==> src/periph_link_pkg.sv <==
`default_nettype none

package periph_link_pkg;

  //////////////////////////////////////////////////
  // Widths and address map
  //////////////////////////////////////////////////

  localparam int unsigned ADDR_W = 32;
  localparam int unsigned DATA_W = 32;
  localparam int unsigned STRB_W = 4;

  // UART occupies one 4 KiB window
  localparam logic [ADDR_W-1:0] UART_BASE = 32'h0000_2000;
  localparam logic [ADDR_W-1:0] UART_MASK = 32'hFFFF_F000;

  //////////////////////////////////////////////////
  // Enums
  //////////////////////////////////////////////////

  typedef enum logic [1:0] {
    RESP_OKAY   = 2'b00,
    RESP_SLVERR = 2'b10
  } axil_resp_e;

  typedef enum logic [2:0] {
    ST_IDLE,
    ST_WR_ADDR,
    ST_WR_RESP,
    ST_RD_ADDR,
    ST_RD_DATA,
    ST_DONE
  } bridge_state_e;

  // Word offsets inside the UART window
  typedef enum logic [3:0] {
    REG_TXDATA  = 4'h0,
    REG_RXDATA  = 4'h4,
    REG_STATUS  = 4'h8,
    REG_BAUDDIV = 4'hC
  } uart_reg_e;

  //////////////////////////////////////////////////
  // Bus structs
  //////////////////////////////////////////////////

  typedef struct packed {
    logic              psel;
    logic              penable;
    logic              pwrite;
    logic [ADDR_W-1:0] paddr;
    logic [DATA_W-1:0] pwdata;
    logic [STRB_W-1:0] pstrb;
  } apb_req_t;

  typedef struct packed {
    logic              pready;
    logic [DATA_W-1:0] prdata;
    logic              pslverr;
  } apb_resp_t;

  typedef struct packed {
    logic              aw_valid;
    logic [ADDR_W-1:0] aw_addr;
    logic              w_valid;
    logic [DATA_W-1:0] w_data;
    logic [STRB_W-1:0] w_strb;
    logic              b_ready;
    logic              ar_valid;
    logic [ADDR_W-1:0] ar_addr;
    logic              r_ready;
  } axil_req_t;

  typedef struct packed {
    logic              aw_ready;
    logic              w_ready;
    logic              b_valid;
    axil_resp_e        b_resp;
    logic              ar_ready;
    logic              r_valid;
    logic [DATA_W-1:0] r_data;
    axil_resp_e        r_resp;
  } axil_resp_t;

endpackage

`default_nettype wire

==> src/apb_to_axil.sv <==
`timescale 1ns/1ps
`default_nettype none

module apb_to_axil (
  input  logic                        periphl_clk_i,
  input  logic                        rst_n_i,
  input  periph_link_pkg::apb_req_t   apb_req_i,
  output periph_link_pkg::apb_resp_t  apb_resp_o,
  output periph_link_pkg::axil_req_t  axil_req_o,
  input  periph_link_pkg::axil_resp_t axil_resp_i
);

  periph_link_pkg::bridge_state_e state_q, state_d;

  logic                                aw_done_q;
  logic                                w_done_q;
  logic                                aw_hs;
  logic                                w_hs;
  logic                                err_q;
  logic [periph_link_pkg::DATA_W-1:0] rdata_q;

  // APB holds the request until pready, so address and data come straight through
  always_comb begin
    axil_req_o          = '0;
    axil_req_o.aw_addr  = apb_req_i.paddr;
    axil_req_o.ar_addr  = apb_req_i.paddr;
    axil_req_o.w_data   = apb_req_i.pwdata;
    axil_req_o.w_strb   = apb_req_i.pstrb;
    axil_req_o.aw_valid = (state_q == periph_link_pkg::ST_WR_ADDR) && !aw_done_q;
    axil_req_o.w_valid  = (state_q == periph_link_pkg::ST_WR_ADDR) && !w_done_q;
    axil_req_o.b_ready  = (state_q == periph_link_pkg::ST_WR_RESP);
    axil_req_o.ar_valid = (state_q == periph_link_pkg::ST_RD_ADDR);
    axil_req_o.r_ready  = (state_q == periph_link_pkg::ST_RD_DATA);
  end

  assign aw_hs = axil_req_o.aw_valid && axil_resp_i.aw_ready;
  assign w_hs  = axil_req_o.w_valid && axil_resp_i.w_ready;

  //////////////////////////////////////////////////
  // Transfer FSM
  //////////////////////////////////////////////////

  always_comb begin
    state_d = state_q;
    case (state_q)
      periph_link_pkg::ST_IDLE: begin
        if (apb_req_i.psel && apb_req_i.penable) begin
          state_d = apb_req_i.pwrite ? periph_link_pkg::ST_WR_ADDR
                                     : periph_link_pkg::ST_RD_ADDR;
        end
      end
      periph_link_pkg::ST_WR_ADDR: begin
        // Address and data may be taken in different cycles
        if ((aw_done_q || aw_hs) && (w_done_q || w_hs)) begin
          state_d = periph_link_pkg::ST_WR_RESP;
        end
      end
      periph_link_pkg::ST_WR_RESP: begin
        if (axil_resp_i.b_valid) begin
          state_d = periph_link_pkg::ST_DONE;
        end
      end
      periph_link_pkg::ST_RD_ADDR: begin
        if (axil_resp_i.ar_ready) begin
          state_d = periph_link_pkg::ST_RD_DATA;
        end
      end
      periph_link_pkg::ST_RD_DATA: begin
        if (axil_resp_i.r_valid) begin
          state_d = periph_link_pkg::ST_DONE;
        end
      end
      default: state_d = periph_link_pkg::ST_IDLE;
    endcase
  end

  always_ff @(posedge periphl_clk_i or negedge rst_n_i) begin
    if (!rst_n_i) begin
      state_q   <= periph_link_pkg::ST_IDLE;
      aw_done_q <= 1'b0;
      w_done_q  <= 1'b0;
      err_q     <= 1'b0;
    end else begin
      state_q <= state_d;
      if (state_d != periph_link_pkg::ST_WR_ADDR) begin
        aw_done_q <= 1'b0;
        w_done_q  <= 1'b0;
      end else begin
        aw_done_q <= aw_done_q | aw_hs;
        w_done_q  <= w_done_q | w_hs;
      end
      if (axil_req_o.b_ready && axil_resp_i.b_valid) begin
        err_q <= (axil_resp_i.b_resp == periph_link_pkg::RESP_SLVERR);
      end
      if (axil_req_o.r_ready && axil_resp_i.r_valid) begin
        err_q <= (axil_resp_i.r_resp == periph_link_pkg::RESP_SLVERR);
      end
    end
  end

  // Read data capture
  always_ff @(posedge periphl_clk_i) begin
    if (axil_req_o.r_ready && axil_resp_i.r_valid) begin
      rdata_q <= axil_resp_i.r_data;
    end
  end

  assign apb_resp_o.pready  = (state_q == periph_link_pkg::ST_DONE);
  assign apb_resp_o.prdata  = rdata_q;
  assign apb_resp_o.pslverr = err_q;

endmodule

`default_nettype wire

==> src/periph_link_decode.sv <==
`timescale 1ns/1ps
`default_nettype none

module periph_link_decode (
  input  logic                        periphl_clk_i,
  input  logic                        rst_n_i,
  input  periph_link_pkg::axil_req_t  mst_req_i,
  output periph_link_pkg::axil_resp_t mst_resp_o,
  output periph_link_pkg::axil_req_t  uart_req_o,
  input  periph_link_pkg::axil_resp_t uart_resp_i
);

  logic aw_hit;
  logic ar_hit;
  logic wr_pend_q;
  logic rd_pend_q;

  // Write data follows the write address window
  assign aw_hit = (mst_req_i.aw_addr & periph_link_pkg::UART_MASK) == periph_link_pkg::UART_BASE;
  assign ar_hit = (mst_req_i.ar_addr & periph_link_pkg::UART_MASK) == periph_link_pkg::UART_BASE;

  always_comb begin
    uart_req_o          = mst_req_i;
    uart_req_o.aw_valid = mst_req_i.aw_valid && aw_hit;
    uart_req_o.w_valid  = mst_req_i.w_valid && aw_hit;
    uart_req_o.ar_valid = mst_req_i.ar_valid && ar_hit;
    uart_req_o.b_ready  = mst_req_i.b_ready && !wr_pend_q;
    uart_req_o.r_ready  = mst_req_i.r_ready && !rd_pend_q;

    mst_resp_o = uart_resp_i;
    // Error responder takes address and data in one beat
    if (!aw_hit) begin
      mst_resp_o.aw_ready = mst_req_i.w_valid && !wr_pend_q;
      mst_resp_o.w_ready  = mst_req_i.aw_valid && !wr_pend_q;
    end
    if (wr_pend_q) begin
      mst_resp_o.b_valid = 1'b1;
      mst_resp_o.b_resp  = periph_link_pkg::RESP_SLVERR;
    end
    if (!ar_hit) begin
      mst_resp_o.ar_ready = !rd_pend_q;
    end
    if (rd_pend_q) begin
      mst_resp_o.r_valid = 1'b1;
      mst_resp_o.r_data  = '0;
      mst_resp_o.r_resp  = periph_link_pkg::RESP_SLVERR;
    end
  end

  //////////////////////////////////////////////////
  // Error responder pending flags
  //////////////////////////////////////////////////

  always_ff @(posedge periphl_clk_i or negedge rst_n_i) begin
    if (!rst_n_i) begin
      wr_pend_q <= 1'b0;
      rd_pend_q <= 1'b0;
    end else begin
      if (wr_pend_q) begin
        wr_pend_q <= !mst_req_i.b_ready;
      end else if (mst_req_i.aw_valid && mst_req_i.w_valid && !aw_hit) begin
        wr_pend_q <= 1'b1;
      end
      if (rd_pend_q) begin
        rd_pend_q <= !mst_req_i.r_ready;
      end else if (mst_req_i.ar_valid && !ar_hit) begin
        rd_pend_q <= 1'b1;
      end
    end
  end

endmodule

`default_nettype wire

==> src/uart_regs.sv <==
`timescale 1ns/1ps
`default_nettype none

module uart_regs #(
  parameter int unsigned CLKS_PER_BIT = 868
) (
  input  logic                        periphl_clk_i,
  input  logic                        rst_n_i,
  input  periph_link_pkg::axil_req_t  axil_req_i,
  output periph_link_pkg::axil_resp_t axil_resp_o,
  output logic                        tx_start_o,
  output logic [7:0]                  tx_byte_o,
  input  logic                        tx_busy_i,
  input  logic                        rx_strobe_i,
  input  logic [7:0]                  rx_byte_i,
  output logic [15:0]                 baud_div_o
);

  periph_link_pkg::uart_reg_e wr_reg;
  periph_link_pkg::uart_reg_e rd_reg;

  logic                                wr_ok;
  logic                                rd_ok;
  logic                                wr_fire;
  logic                                rd_fire;
  logic                                bvalid_q;
  logic                                rvalid_q;
  logic [periph_link_pkg::DATA_W-1:0] rd_word;
  logic [periph_link_pkg::DATA_W-1:0] rdata_q;
  logic [15:0]                         baud_div_q;
  logic                                tx_start_q;
  logic [7:0]                          tx_byte_q;
  logic [7:0]                          rx_byte_q;
  logic                                rx_valid_q;

  // Offsets beyond the four registers fall to the default arm
  assign wr_reg = periph_link_pkg::uart_reg_e'(axil_req_i.aw_addr[3:0]);
  assign rd_reg = periph_link_pkg::uart_reg_e'(axil_req_i.ar_addr[3:0]);
  assign wr_ok  = (axil_req_i.aw_addr[11:4] == '0);
  assign rd_ok  = (axil_req_i.ar_addr[11:4] == '0);

  assign wr_fire = axil_req_i.aw_valid && axil_req_i.w_valid && !bvalid_q;
  assign rd_fire = axil_req_i.ar_valid && !rvalid_q;

  always_comb begin
    rd_word = '0;
    if (rd_ok) begin
      case (rd_reg)
        periph_link_pkg::REG_RXDATA:  rd_word[7:0] = rx_byte_q;
        periph_link_pkg::REG_STATUS:  rd_word[1:0] = {rx_valid_q, tx_busy_i};
        periph_link_pkg::REG_BAUDDIV: rd_word[15:0] = baud_div_q;
        default:                      rd_word = '0;
      endcase
    end
  end

  //////////////////////////////////////////////////
  // Handshake and register state
  //////////////////////////////////////////////////

  always_ff @(posedge periphl_clk_i or negedge rst_n_i) begin
    if (!rst_n_i) begin
      bvalid_q   <= 1'b0;
      rvalid_q   <= 1'b0;
      baud_div_q <= 16'(CLKS_PER_BIT);
      tx_start_q <= 1'b0;
      rx_valid_q <= 1'b0;
    end else begin
      tx_start_q <= 1'b0;
      if (wr_fire) begin
        bvalid_q <= 1'b1;
      end else if (axil_req_i.b_ready) begin
        bvalid_q <= 1'b0;
      end
      if (rd_fire) begin
        rvalid_q <= 1'b1;
      end else if (axil_req_i.r_ready) begin
        rvalid_q <= 1'b0;
      end
      if (wr_fire && wr_ok && wr_reg == periph_link_pkg::REG_BAUDDIV) begin
        if (axil_req_i.w_strb[0]) baud_div_q[7:0] <= axil_req_i.w_data[7:0];
        if (axil_req_i.w_strb[1]) baud_div_q[15:8] <= axil_req_i.w_data[15:8];
      end
      // Busy transmitter drops the byte silently
      if (wr_fire && wr_ok && wr_reg == periph_link_pkg::REG_TXDATA &&
          axil_req_i.w_strb[0] && !tx_busy_i) begin
        tx_start_q <= 1'b1;
      end
      if (rd_fire && rd_ok && rd_reg == periph_link_pkg::REG_RXDATA) begin
        rx_valid_q <= 1'b0;
      end
      if (rx_strobe_i) begin
        rx_valid_q <= 1'b1;
      end
    end
  end

  always_ff @(posedge periphl_clk_i) begin
    if (rd_fire) rdata_q <= rd_word;
    if (wr_fire) tx_byte_q <= axil_req_i.w_data[7:0];
    if (rx_strobe_i) rx_byte_q <= rx_byte_i;
  end

  always_comb begin
    axil_resp_o          = '0;
    axil_resp_o.aw_ready = axil_req_i.w_valid && !bvalid_q;
    axil_resp_o.w_ready  = axil_req_i.aw_valid && !bvalid_q;
    axil_resp_o.b_valid  = bvalid_q;
    axil_resp_o.b_resp   = periph_link_pkg::RESP_OKAY;
    axil_resp_o.ar_ready = !rvalid_q;
    axil_resp_o.r_valid  = rvalid_q;
    axil_resp_o.r_data   = rdata_q;
    axil_resp_o.r_resp   = periph_link_pkg::RESP_OKAY;
  end

  assign tx_start_o = tx_start_q;
  assign tx_byte_o  = tx_byte_q;
  assign baud_div_o = baud_div_q;

endmodule

`default_nettype wire

==> src/uart_tx.sv <==
`timescale 1ns/1ps
`default_nettype none

module uart_tx (
  input  logic        periphl_clk_i,
  input  logic        rst_n_i,
  input  logic        start_i,
  input  logic [7:0]  byte_i,
  input  logic [15:0] baud_div_i,
  output logic        busy_o,
  output logic        tx_o
);

  logic [9:0]  shift_q;
  logic [3:0]  bit_cnt_q;
  logic [15:0] cyc_cnt_q;
  logic        busy_q;
  logic        bit_end;

  assign bit_end = (cyc_cnt_q == baud_div_i - 16'd1);

  always_ff @(posedge periphl_clk_i or negedge rst_n_i) begin
    if (!rst_n_i) begin
      // All ones keeps the line idle high
      shift_q   <= '1;
      bit_cnt_q <= '0;
      cyc_cnt_q <= '0;
      busy_q    <= 1'b0;
    end else if (!busy_q) begin
      if (start_i) begin
        // Stop bit, data LSB first, start bit
        shift_q   <= {1'b1, byte_i, 1'b0};
        bit_cnt_q <= '0;
        cyc_cnt_q <= '0;
        busy_q    <= 1'b1;
      end
    end else if (bit_end) begin
      cyc_cnt_q <= '0;
      shift_q   <= {1'b1, shift_q[9:1]};
      if (bit_cnt_q == 4'd9) begin
        busy_q <= 1'b0;
      end else begin
        bit_cnt_q <= bit_cnt_q + 4'd1;
      end
    end else begin
      cyc_cnt_q <= cyc_cnt_q + 16'd1;
    end
  end

  assign busy_o = busy_q;
  assign tx_o   = shift_q[0];

endmodule

`default_nettype wire

==> src/uart_rx.sv <==
`timescale 1ns/1ps
`default_nettype none

module uart_rx (
  input  logic        periphl_clk_i,
  input  logic        rst_n_i,
  input  logic        rx_i,
  input  logic [15:0] baud_div_i,
  output logic        strobe_o,
  output logic [7:0]  byte_o
);

  logic        rx_meta_q;
  logic        rx_sync_q;
  logic        rx_prev_q;
  logic        fall;
  logic        active_q;
  logic [3:0]  bit_cnt_q;
  logic [15:0] cyc_cnt_q;
  logic [15:0] limit;
  logic        strobe_q;
  logic [7:0]  shift_q;

  assign fall = rx_prev_q && !rx_sync_q;

  // First wait is half a bit, to land mid start bit
  assign limit = (bit_cnt_q == 4'd0) ? {1'b0, baud_div_i[15:1]} : baud_div_i;

  always_ff @(posedge periphl_clk_i or negedge rst_n_i) begin
    if (!rst_n_i) begin
      rx_meta_q <= 1'b1;
      rx_sync_q <= 1'b1;
      rx_prev_q <= 1'b1;
      active_q  <= 1'b0;
      bit_cnt_q <= '0;
      cyc_cnt_q <= '0;
      strobe_q  <= 1'b0;
    end else begin
      rx_meta_q <= rx_i;
      rx_sync_q <= rx_meta_q;
      rx_prev_q <= rx_sync_q;
      strobe_q  <= 1'b0;
      if (!active_q) begin
        if (fall) begin
          active_q  <= 1'b1;
          bit_cnt_q <= '0;
          cyc_cnt_q <= '0;
        end
      end else if (cyc_cnt_q == limit - 16'd1) begin
        cyc_cnt_q <= '0;
        bit_cnt_q <= bit_cnt_q + 4'd1;
        if (bit_cnt_q == 4'd0 && rx_sync_q) begin
          // Glitch, not a start bit
          active_q <= 1'b0;
        end
        if (bit_cnt_q == 4'd9) begin
          active_q <= 1'b0;
          strobe_q <= rx_sync_q;
        end
      end else begin
        cyc_cnt_q <= cyc_cnt_q + 16'd1;
      end
    end
  end

  // Data bits arrive LSB first
  always_ff @(posedge periphl_clk_i) begin
    if (active_q && cyc_cnt_q == limit - 16'd1 &&
        bit_cnt_q >= 4'd1 && bit_cnt_q <= 4'd8) begin
      shift_q <= {rx_sync_q, shift_q[7:1]};
    end
  end

  assign strobe_o = strobe_q;
  assign byte_o   = shift_q;

endmodule

`default_nettype wire

==> src/periph_link_top.sv <==
`timescale 1ns/1ps
`default_nettype none

module periph_link_top #(
  parameter int unsigned CLKS_PER_BIT = 868
) (
  input  logic                       periphl_clk_i,
  input  logic                       rst_n_i,
  input  periph_link_pkg::apb_req_t  apb_req_i,
  output periph_link_pkg::apb_resp_t apb_resp_o,
  input  logic                       uart_rx_i,
  output logic                       uart_tx_o
);

  periph_link_pkg::axil_req_t  bridge_req;
  periph_link_pkg::axil_resp_t bridge_resp;
  periph_link_pkg::axil_req_t  uart_req;
  periph_link_pkg::axil_resp_t uart_resp;

  logic        tx_start;
  logic [7:0]  tx_byte;
  logic        tx_busy;
  logic        rx_strobe;
  logic [7:0]  rx_byte;
  logic [15:0] baud_div;

  //////////////////////////////////////////////////
  // Bus path
  //////////////////////////////////////////////////

  apb_to_axil u_apb_to_axil (
    .periphl_clk_i (periphl_clk_i),
    .rst_n_i       (rst_n_i),
    .apb_req_i     (apb_req_i),
    .apb_resp_o    (apb_resp_o),
    .axil_req_o    (bridge_req),
    .axil_resp_i   (bridge_resp)
  );

  periph_link_decode u_periph_link_decode (
    .periphl_clk_i (periphl_clk_i),
    .rst_n_i       (rst_n_i),
    .mst_req_i     (bridge_req),
    .mst_resp_o    (bridge_resp),
    .uart_req_o    (uart_req),
    .uart_resp_i   (uart_resp)
  );

  //////////////////////////////////////////////////
  // UART device
  //////////////////////////////////////////////////

  uart_regs #(
    .CLKS_PER_BIT (CLKS_PER_BIT)
  ) u_uart_regs (
    .periphl_clk_i (periphl_clk_i),
    .rst_n_i       (rst_n_i),
    .axil_req_i    (uart_req),
    .axil_resp_o   (uart_resp),
    .tx_start_o    (tx_start),
    .tx_byte_o     (tx_byte),
    .tx_busy_i     (tx_busy),
    .rx_strobe_i   (rx_strobe),
    .rx_byte_i     (rx_byte),
    .baud_div_o    (baud_div)
  );

  uart_tx u_uart_tx (
    .periphl_clk_i (periphl_clk_i),
    .rst_n_i       (rst_n_i),
    .start_i       (tx_start),
    .byte_i        (tx_byte),
    .baud_div_i    (baud_div),
    .busy_o        (tx_busy),
    .tx_o          (uart_tx_o)
  );

  uart_rx u_uart_rx (
    .periphl_clk_i (periphl_clk_i),
    .rst_n_i       (rst_n_i),
    .rx_i          (uart_rx_i),
    .baud_div_i    (baud_div),
    .strobe_o      (rx_strobe),
    .byte_o        (rx_byte)
  );

endmodule

`default_nettype wire

==> config.mk <==
export PLATFORM = sky130hd
export DESIGN_NAME = periph_link_top
export DESIGN_NICKNAME = d
export VERILOG_FILES = /design/src/periph_link_pkg.sv /design/src/apb_to_axil.sv /design/src/periph_link_decode.sv /design/src/uart_regs.sv /design/src/uart_tx.sv /design/src/uart_rx.sv /design/src/periph_link_top.sv
export SDC_FILE = /design/constraint.sdc
export NUM_CORES = 1
export LEC_CHECK = 0
export BUFFER_PORTS_ARGS = -buffer_cell sky130_fd_sc_hd__buf_2
export CORE_ASPECT_RATIO = 2
export CORE_MARGIN = 2
export CORE_UTILIZATION = 35
export DETAILED_ROUTE_END_ITERATION = 6
export PLACE_DENSITY = 0.62
export SETUP_SLACK_MARGIN = 0.02
export SYNTH_ARGS = -nofsm -noshare
export SYNTH_HDL_FRONTEND = slang
export SYNTH_SLANG_ARGS = --single-unit
==> constraint.sdc <==
create_clock -name periphl_clk_i -period 4.9 [get_ports periphl_clk_i]
set_input_delay 0.98 -clock periphl_clk_i [delete_from_list [all_inputs] [get_ports periphl_clk_i]]
set_output_delay 0.98 -clock periphl_clk_i [all_outputs]
set_load 0.005 [all_outputs]
Word level (Yosys, flattened, before mapping) --
Index checks and enable logic that the tools add are counted.
Storage, ports and cells: word-level logic and storage cells 180, bits in latches 0, flip-flop bits (word level) 172, RAM bits 0, output and inout port bits 35, input port bits 74, memories kept 0, ROM bits 0
Operators by class: multipliers 0, muxes and demuxes 57, eq/ne operators 19, reduce and logical (&&, ||, !) cells 64, shifts and indexed selects 0, bitwise operators 2, add/subtract/negate cells 6, divide/modulo/power cells 0, order comparisons 2
Operators by type and width (number):
- 16-bit two-way mux | 7
- 1-bit logical AND | 35
- 35-bit two-way mux | 1
- 16-bit by 1-bit adder with 16-bit output (second input constant) | 2
- 16-bit == test | 2
- 16-bit by 1-bit subtractor with 16-bit output (second input constant) | 2
- 10-bit two-way mux | 3
- 1-bit two-way mux | 28
- 4-bit two-way mux | 7
- 20-bit by 2-bit == test with 1-bit output (second input constant) | 1
- 3-bit two-way mux | 6
- 4-bit == test (second input constant) | 4
- 3-bit case mux with 5 select lines | 1
- 6-bit case mux with 2 select lines | 1
- 2-bit nonzero test | 6
- 1-bit logical NOT | 11
- 2-bit AND reduction | 5
- 4-bit by 1-bit adder with 4-bit output (second input constant) | 2
- 4-bit logical NOT | 2
- 8-bit logical NOT | 1
- 3-bit by 2-bit == test with 1-bit output (second input constant) | 2
- 3-bit == test (second input constant) | 2
- 2-bit inequality test (second input constant) | 3
- 2-bit case mux with 3 select lines | 1
- 11 further kinds | 15

Logic depth before layout (Yosys ltp) --
Gate-level depths: netlist of run 1.
word-level depth 12, depth in mapped cells 17

Cells and area by module --
From an unflattened synthesis of run 1, not the netlist that was laid out.
Unflattened totals: cell total of the unflattened synthesis 1060, area, all modules 10687.8 um2
By module, submodules not included:
- uart_rx | area an instance 2682.6 um2, cells an instance 285, seq. area each 869.6 um2, instances 1
- uart_tx | area an instance 2338.5 um2, cells an instance 272, seq. area each 762.0 um2, instances 1
- uart_regs | area an instance 2188.3 um2, cells an instance 149, seq. area each 1467.7 um2, instances 1
- apb_to_axil | area an instance 2187.1 um2, cells an instance 178, seq. area each 1111.1 um2, instances 1
- periph_link_decode | area an instance 1291.2 um2, cells an instance 176, seq. area each 50.0 um2, instances 1

Worst setup path before layout of run 1 --
No wires, ideal clock.
kind register to register, start register u_uart_rx.bit_cnt_q[1], end register u_uart_rx.shift_q[0] (netlist: u_uart_rx.byte_o[0]), enable pin, library setup time 0.331 ns, cell stages (with the launch flop) 15, data arrival time 3.809 ns, clock period less this slack 4.140 ns, path buffers 3, setup slack 0.760 ns, path through dfrtp_1 > inv_1 > ha_1 > or3b_1 > clkbuf_1 > clkbuf_1 > a21oi_1 > ha_1 > or4b_1 > clkbuf_1 > a2111oi_0 > a31o_2 > o211ai_2 > nor2_1 > o2111a_1
Between the ends: longest elaborated chain between the ends 7, elaborated cells on any way between the ends 9, classes of those cells add/sub: 1; order compare: 2; eq/ne: 1; mux: 1; reduce/logical: 4
RTL lines:
- start, declared | line uart_rx.sv:18 | logic [3:0] bit_cnt_q;
- start signal, assigned | line uart_rx.sv:51 | bit_cnt_q <= bit_cnt_q + 4'd1;
- 4-bit logical NOT | line uart_rx.sv:27 | assign limit = (bit_cnt_q == 4'd0) ? {1'b0, baud_div_i[15:1]} : baud_div_i;
- 16-bit two-way mux | line uart_rx.sv:27
- 16-bit by 1-bit subtractor with 16-bit output | line uart_rx.sv:68 | if (active_q && cyc_cnt_q == limit - 16'd1 &&
- 16-bit == test | line uart_rx.sv:68
- 1-bit logical AND (2 in series) | line uart_rx.sv:68
- 1-bit logical AND (*) | line uart_rx.sv:69 | bit_cnt_q >= 4'd1 && bit_cnt_q <= 4'd8) begin
- end signal, assigned | line uart_rx.sv:70 | shift_q <= {rx_sync_q, shift_q[7:1]};
- end, declared | line uart_rx.sv:22 | logic [7:0] shift_q;
Every way passes the cells marked *; elsewhere a longest branch is shown, timed or not. A chain may end at the register's enable or synchronous reset.

Worst setup path after layout of run 1 --
start register u_uart_rx.bit_cnt_q[1], end register u_uart_rx.shift_q[2] (netlist: u_uart_rx.byte_o[2]), enable pin
The elaborated chain is that of the path after synthesis.

==> results.toml, run 1 <==
[outcome]
status = "finished clean"

[timing]
final-setup-viol-count = 0
worst_pin_slew_ps = 1130
rsz0062_at_grt = "false"
finalSetupTns_ps = 0
fin_skew_ps = 9.42
fin_crit_sh_pct = 87.9
fin_crit_ps = 4310
timing.fmax_ghz = 0.232
slew_viol_final = 0
slew-limit-headroom_pct = 24.2
final_hold_viol_count = 0

[clocking]
clk_pin_slew_ps = 60
clockRootBuffer = "clkbuf_16"
clockBufferDepth = 2
h-tree-depth = 4
post_cts_buffers = 0
cts_tree = "yes"
insertion_delay_ps = 430
post_cts_resized = 0
cts.sinks = 139
cts_made_buffers = 17
cts_hold_buf = 0

[critical_path]
crit_path_start_kind = "flip-flop"
crit_type = "reg -> reg"
cp_slowest_cell = "or4b_1"
slowest_delay_ps = 600
path_max_fanout = 8
end_kind = "flip-flop"
cp.required_ps = 5000
worst-endpoint-arrival_ps = 4410
path_cells = "inv_1 > ha_1 > or3b_1 > a21oi_1 > ha_1 > or4b_1 > a2111oi_0 > a31o_2 > o211ai_2 > nor2_1 > o2111a_1"
cp_common_cell = "ha_1"

[routing]
num_vias = 6041
first_pass_iters = 4
via_per_inst = 5.39
postRouteWirelength_mm = 18.8
post_drt_wl_per_cell_um = 16.8
ant_nets = 0
drt_first_iter_violations = 261
drc_errors = 0

[job]
cap_violations = 0

[pwr]
clock_power_share_pct = 40.0
p_sw_w = 0.000816
combPwrFrac_pct = 12.0
power_density_mw_per_mm2 = 328
power.leakage_nw = 3.79
p_seq_share_pct = 48.1
p_int_w = 0.00215
peakVddDrop_mv = 0.267
sw_frac_of_total_pct = 27.5

[placed_design]
dp_cells = 1089
port_buffers = 74
gp_congestion = 0.868
hpwlAfterDp_mm = 14.1

[synth]
synth_top_area_share_pct = 21.2
netlist_instances = 778
synth.area.top_cells = "edfxtp_1, dfrtp_1, dfstp_2"
yosysTopAreaCell = "edfxtp_1"
synth-seq-cells = 139
seq_area_frac_synth_pct = 47.7
yosysWarnings = 0
synthFlopType = "dfrtp_1"
synthesis.area_mm2 = 0.00792
synthArstFlopShare_pct = 59.7
synth_edf_count = 56
yosysMostFrequentCell = "dfrtp_1"
syn_area_per_cell_um2 = 10.2
synth_common_cells = "dfrtp_1, edfxtp_1, nor2_1"
yosysUniqueCellTypes = 80

[final_layout]
fillers = 2169
final_util_pct = 40.7
area_growth_pct = 13.9
antennaDiodeCount = 0
drive_gt1_share_pct = 20.5
final_cells = 1121
nets = 916

[floorplan]
die_h_um = 217
num_io_pins = 109
dieWidth_um = 110
start_util_pct = 35.7
core_mm2 = 0.0222
core.rowCount = 77
dieArea_mm2 = 0.0239

[hold_path]
min_path_type = "reg -> reg"

[global_routing]
antenna_found_initial = 0
grt.total_usage_pct = 16.8
grt_pass1_vias = 6044
overflow = 0
grt_pass1_wl_mm = 30.6
grt_max_degree = 49
-- power groups by stage --
stage	Clock, W	Sequential, W	Combinational [W]
after floorplan	0	0.00139	0.000281
after global placement	0	0.00144	0.000349
after detailed placement	0	0.00144	0.000357
after CTS	0.00121	0.00142	0.000361
after global routing	0.00125	0.00144	0.000404
final	0.00118	0.00142	0.000355
-- flip-flops by register name (all words and copies together) (netlist names), 3 cells and up --
| name | cells |
|---|---|
| u_uart_tx.cyc_cnt_q | 16 |
| u_uart_rx.bit_cnt_q | 4 |
| u_uart_tx.shift_q | 9 |
| u_uart_regs.tx_byte_o | 8 |
| u_apb_to_axil.state_q | 3 |
| u_uart_rx.cyc_cnt_q | 16 |
| u_apb_to_axil.rdata_q | 16 |
| u_uart_regs.rx_byte_q | 8 |
| u_uart_regs.baud_div_o | 16 |
| u_uart_rx.byte_o | 8 |
| u_uart_tx.bit_cnt_q | 4 |
| u_uart_regs.rdata_q | 16 |
-- cell families after synthesis --
kind of cell,Yosys count,share of synthesized area (%)
other cells,1,0.0474
fa+ha+maj,11,1.71
compound gates,158,13.8
flops,139,47.7
mux,44,5.86
xor+xnor,49,5.42
simple gates,293,20.5
buf+inv,83,4.95
-- layout make-up --
| class | instances | area, µm² | area share (%) |
|---|---|---|---|
| clock inverter | 11 | 83.8 | 0.930 |
| inverter | 16 | 60.1 | 0.666 |
| tap | 276 | 345 | 3.83 |
| clock buffer | 21 | 460 | 5.11 |
| timing repair buffer | 87 | 470 | 5.22 |
| multi-input combinational | 571 | 3810 | 42.3 |
| sequential | 139 | 3780 | 41.9 |
-- cells in the final DEF, fill, tap and decap left out, drive strengths merged, types with 25 or more instances in the layout --
cell type | synthesis | final
edfxtp | 56 | 56
nand2 | 45 | 45
dfrtp | 66 | 66
mux2i | 25 | 25
nor2 | 51 | 51
nor2b | 32 | 32
buf | 26 | 87
nand3 | 30 | 30
a21oi | 42 | 42
xor2 | 26 | 26
-- metrics by stage --
stage | power [W] | hold WS [ps] | setup WS [ps] | cell area (µm²)
2_1_floorplan | 0.00167 | 345 | 760 | 7970
3_3_place_gp | 0.00179 | 346 | 613 | 8470
3_5_place_dp | 0.00180 | 347 | 526 | 8470
4_1_cts | 0.00299 | 356 | 547 | 9010
5_1_grt | 0.00310 | 364 | 208 | 9010
6_report | 0.00296 | 354 | 594 | 9010
-- worst max-delay path, delay by kind of cell, from the launching register on --
| kind | cells | cell delay, ps |
|---|---|---|
| adders and majority gates | 2 | 500 |
| AOI/OAI and AO/OA | 5 | 1690 |
| buffers and inverters | 1 | 130 |
| DFF | 1 | 400 |
| and+or+nand+nor | 3 | 1250 |
-- per-layer routing --
layer	global-route usage [%]	wire, µm	vias to the layer above
li1	-	-	2939
met1	16.6	6730	2916
met2	30.7	10400	138
met3	2.50	600	48
met4	11.8	1070	0
met5	0	0	-
-- path summary, 6_finish.rpt --
check / from / cells after the start / slack (ps) / end
worst max-delay path: u_uart_rx.bit_cnt_q[1] / 11 / 590 / u_uart_rx.byte_o[2]
worst min-delay path: u_uart_rx.rx_meta_q / 0 / 350 / u_uart_rx.rx_sync_q
worst max register to register: u_uart_rx.bit_cnt_q[1] / 11 / 590 / u_uart_rx.byte_o[2]
worst min register to register: u_uart_rx.rx_meta_q / 0 / 350 / u_uart_rx.rx_sync_q
max in group asynchronous: rst_n_i / 2 / 3370 / u_uart_tx.shift_q[7]
min in group asynchronous: rst_n_i / 1 / 560 / u_uart_tx.cyc_cnt_q[14]
(Power assumes the default switching activity.)
==> inputs of run 2 (changes only) <==
CTS_BUF_LIST = sky130_fd_sc_hd__clkbuf_16   (was unset)
SLEW_MARGIN = 20   (was unset)
==> run 2 against run 1 <==
First-iteration DRC count up 2.7%. Clock power up 5%. Combinational power about the same. Global-route usage barely moved. Critical endpoint is now u_uart_rx.byte_o[1]. Largest cell class unchanged.
==> results.toml, run 2 (synthesis results as in run 1) <==
[global_routing]
grt-busiest-layer = "met2"
grt.met3_usage_pct = 2.95
overflow = 0
grt.total_usage_pct = 16.7
antenna_found_initial = 0
grt_util_met2_pct = 30.0
grt_max_degree = 49
grt_pass1_wl_mm = 30.3
grt_pass1_vias = 6001
grt_use_met1_pct = 16.3

[hold_path]
min_path_type = "reg -> reg"

[clocking]
cts.sinks = 139
h-tree-depth = 4
insertion_delay_ps = 430
post_cts_resized = 0
clk_pin_slew_ps = 60
clockRootBuffer = "clkbuf_16"
cts_tree = "yes"
cts_made_buffers = 17
post_cts_buffers = 0
cts_hold_buf = 0
clockBufferDepth = 2

[critical_path]
cp.required_ps = 5000
cp_common_cell = "ha_1"
path_max_fanout = 8
path_cells = "inv_1 > ha_1 > or3b_1 > a21oi_1 > ha_1 > or4b_1 > a2111oi_0 > a31o_2 > o211ai_2 > nor2_1 > o2111a_1"
slowest_delay_ps = 600
cp_slowest_cell = "or4b_1"
worst-endpoint-arrival_ps = 4410
crit_path_start_kind = "flip-flop"
end_kind = "flip-flop"
crit_type = "reg -> reg"

[floorplan]
dieWidth_um = 110
start_util_pct = 35.7
die_h_um = 217
dieArea_mm2 = 0.0239
num_io_pins = 109
core.rowCount = 77
core_mm2 = 0.0222

[pwr]
clock_power_share_pct = 41.2
peakVddDrop_mv = 0.268
power_density_mw_per_mm2 = 334
p_seq_share_pct = 47.1
p_int_w = 0.00221
p_sw_w = 0.000806
combPwrFrac_pct = 11.8
sw_frac_of_total_pct = 26.7
power.leakage_nw = 3.81

[routing]
drc_errors = 0
post_drt_wl_per_cell_um = 16.7
ant_nets = 0
first_pass_iters = 4
via_per_inst = 5.37
num_vias = 6022
postRouteWirelength_mm = 18.7
drt_first_iter_violations = 268

[timing]
slew-limit-headroom_pct = 52.7
final-setup-viol-count = 0
timing.fmax_ghz = 0.232
slew_viol_final = 0
fin_crit_sh_pct = 87.9
fin_crit_ps = 4310
finalSetupTns_ps = 0
final_hold_viol_count = 0
rsz0062_at_grt = "false"
whs_ps = 354
worst_pin_slew_ps = 709
fin_skew_ps = 6.87

[final_layout]
antennaDiodeCount = 0
drive_gt1_share_pct = 20.5
final_util_pct = 40.8
area_growth_pct = 14.2
nets = 916
layout_commonest_cell = "buf_2"
layout_common_cells = "buf_2, dfrtp_1, edfxtp_1"

[placed_design]
port_buffers = 74
gp_congestion = 0.868
hpwlAfterDp_mm = 14.1

[outcome]
status = "finished clean"

[job]
cap_violations = 0
==> run 2: cell count changes in the layout (fill, tap and decap cells not counted), sizes merged <==
| cell | previous run | this run |
|---|---|---|
| clkbuf | 21 | 17 |
| inv | 21 | 22 |
| clkinv | 3 | 4 |
| bufinv | 0 | 2 |
==> run 2: per-layer routing <==
layer  part of all wire (%)  vias up
met4                    6.7        0
met1                     35     2898
met2                     55      136
met5                      0        -
met3                    3.3       53
li1                       -     2935
==> run 2: stage by stage <==
stage          area [µm²]  total power [W]  setup slack [ps]  instances
2_1_floorplan        7970          0.00167               760        793
3_3_place_gp         8470          0.00179               613       1089
3_5_place_dp         8470          0.00180               539       1089
4_1_cts              9040          0.00307               564       1121
5_1_grt              9040          0.00317               222       1121
6_report             9040          0.00302               592       1121
==> run 2: final timing paths <==
check / startpoint / endpoint / slack [ps] / depth (start not counted)
setup / recovery: u_uart_rx.bit_cnt_q[1] / u_uart_rx.byte_o[1] / 590 / 11
hold / removal: u_uart_rx.rx_meta_q / u_uart_rx.rx_sync_q / 350 / 0
setup reg to reg: u_uart_rx.bit_cnt_q[1] / u_uart_rx.byte_o[1] / 590 / 11
hold reg to reg: u_uart_rx.rx_meta_q / u_uart_rx.rx_sync_q / 350 / 0
max in group asynchronous: rst_n_i / u_uart_tx.shift_q[7] / 3380 / 2
min in group asynchronous: rst_n_i / u_uart_tx.bit_cnt_q[0] / 560 / 1
==> run 2: power by group through the flow <==
stage / Clock (W) / Combinational [W] / Sequential [W]
after floorplan: 0 / 0.000281 / 0.00139
after global routing: 0.00132 / 0.000404 / 0.00144
after CTS: 0.00128 / 0.000361 / 0.00142
after global placement: 0 / 0.000349 / 0.00144
final: 0.00124 / 0.000355 / 0.00142
after detailed placement: 0 / 0.000357 / 0.00144
==> run 2: layout make-up <==
cell class / instances / area, µm²
clock buffers: 17 / 425
multi-input cells: 571 / 3820
fillers: 2157 / 13100
inverters: 16 / 60.1
clock inverters: 15 / 146
flip-flops and latches: 139 / 3780
well taps: 276 / 345
repair buffers: 87 / 470
==> run 2: worst max-delay path: cells and delay by family (launching register included) <==
kind	cells	cell delay [ps]
flops	1	400
buf+inv	1	130
simple gates	3	1240
compound gates	5	1690
fa+ha+maj	2	500
